## src/rtl/core_shell_config.svh

```systemverilog
// Core shell configuration
// Sizes of the register file and the instruction cache banks

`ifndef CORE_SHELL_CONFIG_SVH
`define CORE_SHELL_CONFIG_SVH

////////////////////////////////////////
// Register file
////////////////////////////////////////

// Integer registers, x0 included
`define CS_REG_NUM 32
`define CS_REG_W 32

////////////////////////////////////////
// Instruction cache
////////////////////////////////////////

`define CS_IC_WAYS 2
`define CS_IC_LINES 64

// 21 tag bits plus valid
`define CS_IC_TAG_W 22

// Two bus beats per line
`define CS_IC_LINE_W 64

`endif

```

## src/rtl/core_shell_pkg.sv

```systemverilog
// Core shell types
// Register file and icache word, index and way types

`include "core_shell_config.svh"

package core_shell_pkg;

  ////////////////////////////////////////
  // Register file
  ////////////////////////////////////////

  // Register index
  typedef logic [$clog2(`CS_REG_NUM)-1:0] reg_addr_t;

  typedef logic [`CS_REG_W-1:0] reg_data_t;

  ////////////////////////////////////////
  // Instruction cache
  ////////////////////////////////////////

  // Line index, shared by tag and data banks
  typedef logic [$clog2(`CS_IC_LINES)-1:0] ic_index_t;

  // Tag bits with the valid bit on top
  typedef logic [`CS_IC_TAG_W-1:0] ic_tag_t;

  typedef logic [`CS_IC_LINE_W-1:0] ic_line_t;

  // One request bit per way
  typedef logic [`CS_IC_WAYS-1:0] ic_way_mask_t;

endpackage

```

## src/rtl/core_reg_file.sv

```systemverilog
// Integer register file
// Flip-flop storage, two combinational read ports, one write port, x0 reads zero

`timescale 1ns/1ps

`include "core_shell_config.svh"

module core_reg_file import core_shell_pkg::*; (
  input  logic      clk_i,
  input  logic      rst_ni,
  input  reg_addr_t raddr_a_i,
  input  reg_addr_t raddr_b_i,
  input  reg_addr_t waddr_i,
  input  reg_data_t wdata_i,
  input  logic      we_i,
  output reg_data_t rdata_a_o,
  output reg_data_t rdata_b_o
);

  localparam int NumRegs = `CS_REG_NUM;

  // Only x1 and up hold state
  reg_data_t              rf_q   [1:NumRegs-1];
  reg_data_t              rf_all [NumRegs];
  logic [NumRegs-1:1]     we_dec;

  ////////////////////////////////////////
  // Write
  ////////////////////////////////////////

  always_comb begin
    for (int i = 1; i < NumRegs; i++) begin
      we_dec[i] = we_i & (waddr_i == reg_addr_t'(i));
    end
  end

  always_ff @(posedge clk_i or negedge rst_ni) begin
    if (!rst_ni) begin
      for (int i = 1; i < NumRegs; i++) begin
        rf_q[i] <= '0;
      end
    end else begin
      for (int i = 1; i < NumRegs; i++) begin
        if (we_dec[i]) begin
          rf_q[i] <= wdata_i;
        end
      end
    end
  end

  ////////////////////////////////////////
  // Read
  ////////////////////////////////////////

  // x0 is hardwired to zero
  always_comb begin
    rf_all[0] = '0;
    for (int i = 1; i < NumRegs; i++) begin
      rf_all[i] = rf_q[i];
    end
  end

  assign rdata_a_o = rf_all[raddr_a_i];
  assign rdata_b_o = rf_all[raddr_b_i];

  ////////////////////////////////////////
  // Assertions
  ////////////////////////////////////////

  waddr_known_a: assert property (
    @(posedge clk_i) disable iff (!rst_ni)
    we_i |-> !$isunknown(waddr_i)
  );

endmodule

```

## config.mk

```make
export PLATFORM = sky130hd
export DESIGN_NAME = core_reg_file
export DESIGN_NICKNAME = d
export VERILOG_FILES = /design/src/rtl/core_shell_pkg.sv /design/src/rtl/core_reg_file.sv
export VERILOG_INCLUDE_DIRS = /design/src /design/src/rtl
export SDC_FILE = /design/constraint.sdc
export NUM_CORES = 2
export LEC_CHECK = 0
export ABC_AREA = 1
export CAP_MARGIN = 20
export CORE_ASPECT_RATIO = 1.1
export CORE_UTILIZATION = 45
export DETAILED_ROUTE_END_ITERATION = 12
export DONT_BUFFER_PORTS = 1
export PLACE_DENSITY = 0.6
export SLEW_MARGIN = 30
export SYNTH_ARGS = -nofsm -noshare
export SYNTH_HDL_FRONTEND = slang
export SYNTH_SLANG_ARGS = --single-unit
```

## constraint.sdc

```tcl
create_clock -name clk_i -period 1.4 [get_ports clk_i]
set_input_delay 0.07 -clock clk_i [delete_from_list [all_inputs] [get_ports clk_i]]
set_output_delay 0.07 -clock clk_i [all_outputs]
set_load 0.01 [all_outputs]
```

==> reports/qor_table.md <==
| Result | Reported |
|---|---|
| Final setup slack of the worst path | -0.866 ns |
| Cell count after synthesis | 8314 |
| Post-synthesis adder-cell area fraction | 0% |
| Final Non-Filler Cells | 9932 |
| Share of final-layout standard cells stronger than drive strength 1 | 15.3% |
| Kind of launch point of the worst setup path | input pin |
| Final Setup Violations | 64 |
| GRT Resource Usage Total | 33.3% |
| Drt initial violations | 6828 |
| Power density over the cells | 1310 mW/mm^2 |
| Mean instance size in the synthesized netlist | 6.77 sq um |
| Number of core rows | 135 |
| Outcome | finished, violations left |
| Number of nets with antenna violations after detailed routing | 0 |
| Standard cell core area | 0.124 sq mm |
| Initial antenna violation count | 0 |
| Number of top-level pins | 114 |
| Clock sink count | 992 |
| Wirelength, routed | 216000 microns |
| Count of distinct cell types in the synthesized netlist | 19 |
| Inserted Clock Buffers | 112 |
| TritonCTS clock tree | yes |
| Main combinational cell family by area after synthesis | simple AND/OR/NAND/NOR gates |
| Max Clk Rate | 441 MHz |
| Share of Yosys cell area claimed by the top area cell type | 44.1% |
| Weighted congestion at the end of routability-driven global placement | 0.864 |
| Async set-or-reset flop fraction in the synthesized netlist | 100% |
| Height of the die | 373 microns |
| Final HPWL from detailed placement | 117000 microns |
| CTS Root Buffer Type | clkbuf_16 |
| Area occupied by registers | 0.0248 sq mm |
| Crit path DAT | 2.20 ns |
| Clock power share | 35.8% |
| Count of state elements after synthesis | 992 |
| Hold buffers post-CTS | 40 |
| Worst min-delay path category | input pin to async pin |
| Simple-Gate Fraction of Synth Area | 34.5% |
| Worst voltage drop across the vdd grid | 999 uV |
| Crit. End Element | output port |
| R2R depth | 4 |
| Remaining routing DRC violations | 0 |
| IO buf count | 0 |
| Cell total after placement | 9543 |
| Starting Density | 45.5% |
| Worst clock skew | 0 ns |
| Fin nets | 8242 |
| Synth Warn # | 0 |
| Number of enable-type register cells in the synthesized netlist | 0 |
| Most frequently used flop master after synthesis | dfrtp_1 |
| Skew-Pair Late Insertion Delay | 0.74 ns |
| Slew at the pin closest to its max-slew limit | 1.91 ns |
| Internal power | 60.4 mW |
| Crit path time final | 2.27 ns |
| RSZ-0062 raised after global routing | true |
| Worst-path maximum fanout | 478 |
| Area growth from synthesis to final layout | 19.1% |
| Proportion of synthesized area in mux cells | 0% |
| Top post-synthesis cells by area | dfrtp_1 44%, nand2_1 19%, nand3_1 14%, o21ai_0 6.8%, inv_1 5.0% |
| Synthesized Nets | 8364 |
| Switching part of the total | 31.3% |
| Max Cap Violations | 0 |
| Worst endpoint required time | 1.33 ns |
| Combinational share of power | 21.4% |
| Type of the worst setup path | input pin to output port |
| Violated checks | negative hold slack, max-slew violations, negative setup slack |
| Pleak | 32.8 nW |
| Die Area | 0.127 sq mm |
| Max Transition Viols Final | 151 |
| Worst flop-to-flop path endpoint | rf_all[821]$_DFFE_PN0P_ |
| Filler cells | 11900 |
| Horizontal die dimension | 339 microns |
| Number of buffers on the longest clock path | 3 |
| Average routed wire per standard cell | 21.7 microns |
| Wire length of the first global-routing pass | 327000 microns |
| Worst reg2reg path startpoint | rf_all[821]$_DFFE_PN0P_ |
| Multi-input logic area | 0.0279 sq mm |
| Number of flip-flops under the largest register name | 992 |
| Fraction of power consumed by sequential logic | 42.8% |
| Number of global-route vias before repair | 52900 |
| Synth Area in XOR/XNOR | 0% |
| Share of the cycle needed by the critical path after routing | 162% |
| Most instantiated library cell after synthesis | nand2_1 |
| Final sum of negative setup slack | -45.00 ns |
| Hold WS | -0.808 ns |
| Part of the Yosys area used for sequential elements | 44.1% |
| Switching power of the nets | 27.6 mW |
| Total congestion overflow after global routing | 0 |
| Final hold viol count | 300 |
| Library cell occupying the most area in the post-synthesis netlist | dfrtp_1 |
| Share of the synthesized area in compound gates (AO/OA/AOI/OAI) | 11.1% |
| Clock input transition at the sequential cells of the worst setup and hold paths | 0.06 ns |
| Most used standard cells in the synthesized netlist | 2923 x nand2_1, 1541 x nand3_1, 992 x dfrtp_1 |
| Number of H-tree branching levels | 3 |
| Largest net degree at the start of global routing | 479 |
| Syn Std Cell Area | 0.0563 sq mm |
| Headroom to the max-slew limit | -27.1% |
| Overall via count from detail_route | 56700 |
| Pre-Repair DR Iteration Count | 7 |
| Reg2Reg Setup Slack | 0.12 ns |
| Routed via count divided by cell count | 5.71 |
==> per-layer routing <==
metal  wire length [microns]  GRT usage (%)  vias to the layer above
met5                       0              0                        -
met4                    8200           12.6                        0
met3                   20200           5.52                      507
met2                   96500           52.2                     2871
met1                   90700           45.9                    27000
li1                        -              -                    26300
==> repair_timing <==
item,in CTS,in global routing
cloned,0,4
pin swaps,197,298
endpoints found under the setup margin,64,364
setup buffers,30,104
hold endpoints to repair,1166,300
gates resized for setup,235,458
==> per-stage QoR <==
step | area [sq um] | power [mW] | hold WS [ns] | util [%] | setup WS (ns)
2_1_floorplan | 56300 | 49.6 | -0.226 | - | 0.205
3_3_place_gp | 59400 | 53.1 | -0.142 | 48.0 | -0.156
3_5_place_dp | 59600 | 54.3 | 0.226 | 48.2 | -0.767
4_1_cts | 64900 | 86.5 | -0.567 | 52.5 | -0.530
5_1_grt | 67100 | 92.7 | -0.787 | 54.2 | -0.604
6_report | 67100 | 88.0 | -0.808 | 54.2 | -0.866
==> power groups by stage <==
stage	Combinational [mW]	Clock (mW)	Sequential, mW
floorplan	12.7	0	36.9
global placement	15.4	0	37.7
detailed placement	16.5	0	37.8
CTS	17.3	31.9	37.4
global route	21.5	33.0	38.2
finish	18.9	31.5	37.7
==> worst max-delay path, cell delays in order <==
cell	delay, ns
clkinv_8	0.33
buf_4	0.23
buf_12	0.17
buf_4	0.22
nand2_1	0.07
nand3_1	0.07
nand3_1	0.09
nand3_1	0.13
nand3_2	0.11
nand2_4	0.10
==> how the worst max path moves through the flow <==
stage | slack [ns] | start | to | cells after the start
2_1_floorplan | 0.21 | raddr_b_i[0] | rdata_b_o[29] | 12
3_3_place_gp | -0.16 | raddr_a_i[0] | rdata_a_o[28] | 10
3_5_place_dp | -0.77 | rst_ni | rf_all[426]$_DFFE_PN0P_ | 3
4_1_cts | -0.53 | rf_all[738]$_DFFE_PN0P_ | rdata_b_o[2] | 9
5_1_grt | -0.60 | rf_all[514]$_DFFE_PN0P_ | rdata_b_o[2] | 9
6_report | -0.87 | raddr_b_i[0] | rdata_b_o[21] | 10
==> final cells by class <==
| type | instances | share of cell area (%) |
|---|---|---|
| flip-flops and latches | 992 | 37.0 |
| clock buffers | 165 | 5.00 |
| inverters | 754 | 4.29 |
| multi-input cells | 5878 | 41.6 |
| well taps | 1644 | 3.07 |
| diodes | 2 | 0.00746 |
| repair buffers | 454 | 8.18 |
| clock inverters | 43 | 0.817 |
==> cell usage in the layout, fill, tap and decap left out, drive strengths merged, types with 4 or more instances in the layout <==
| cell | count |
|---|---|
| inv | 758 |
| buf | 410 |
| clkbuf | 169 |
| o21ai | 992 |
| clkinv | 23 |
| bufinv | 12 |
| dlymetal6s4s | 4 |
| nor2 | 144 |
| nand3 | 1541 |
| clkinvlp | 4 |
| dfrtp | 992 |
| dlygate4sd3 | 36 |
| a21oi | 256 |
| nand2 | 2943 |
==> kinds of logic after synthesis <==
| family | after synthesis |
|---|---|
| AOI/OAI and AO/OA | 1248 |
| and+or+nand+nor | 4630 |
| DFF | 992 |
| buffers and inverters | 1444 |
Note: power is estimated with default switching activity, not from simulation.
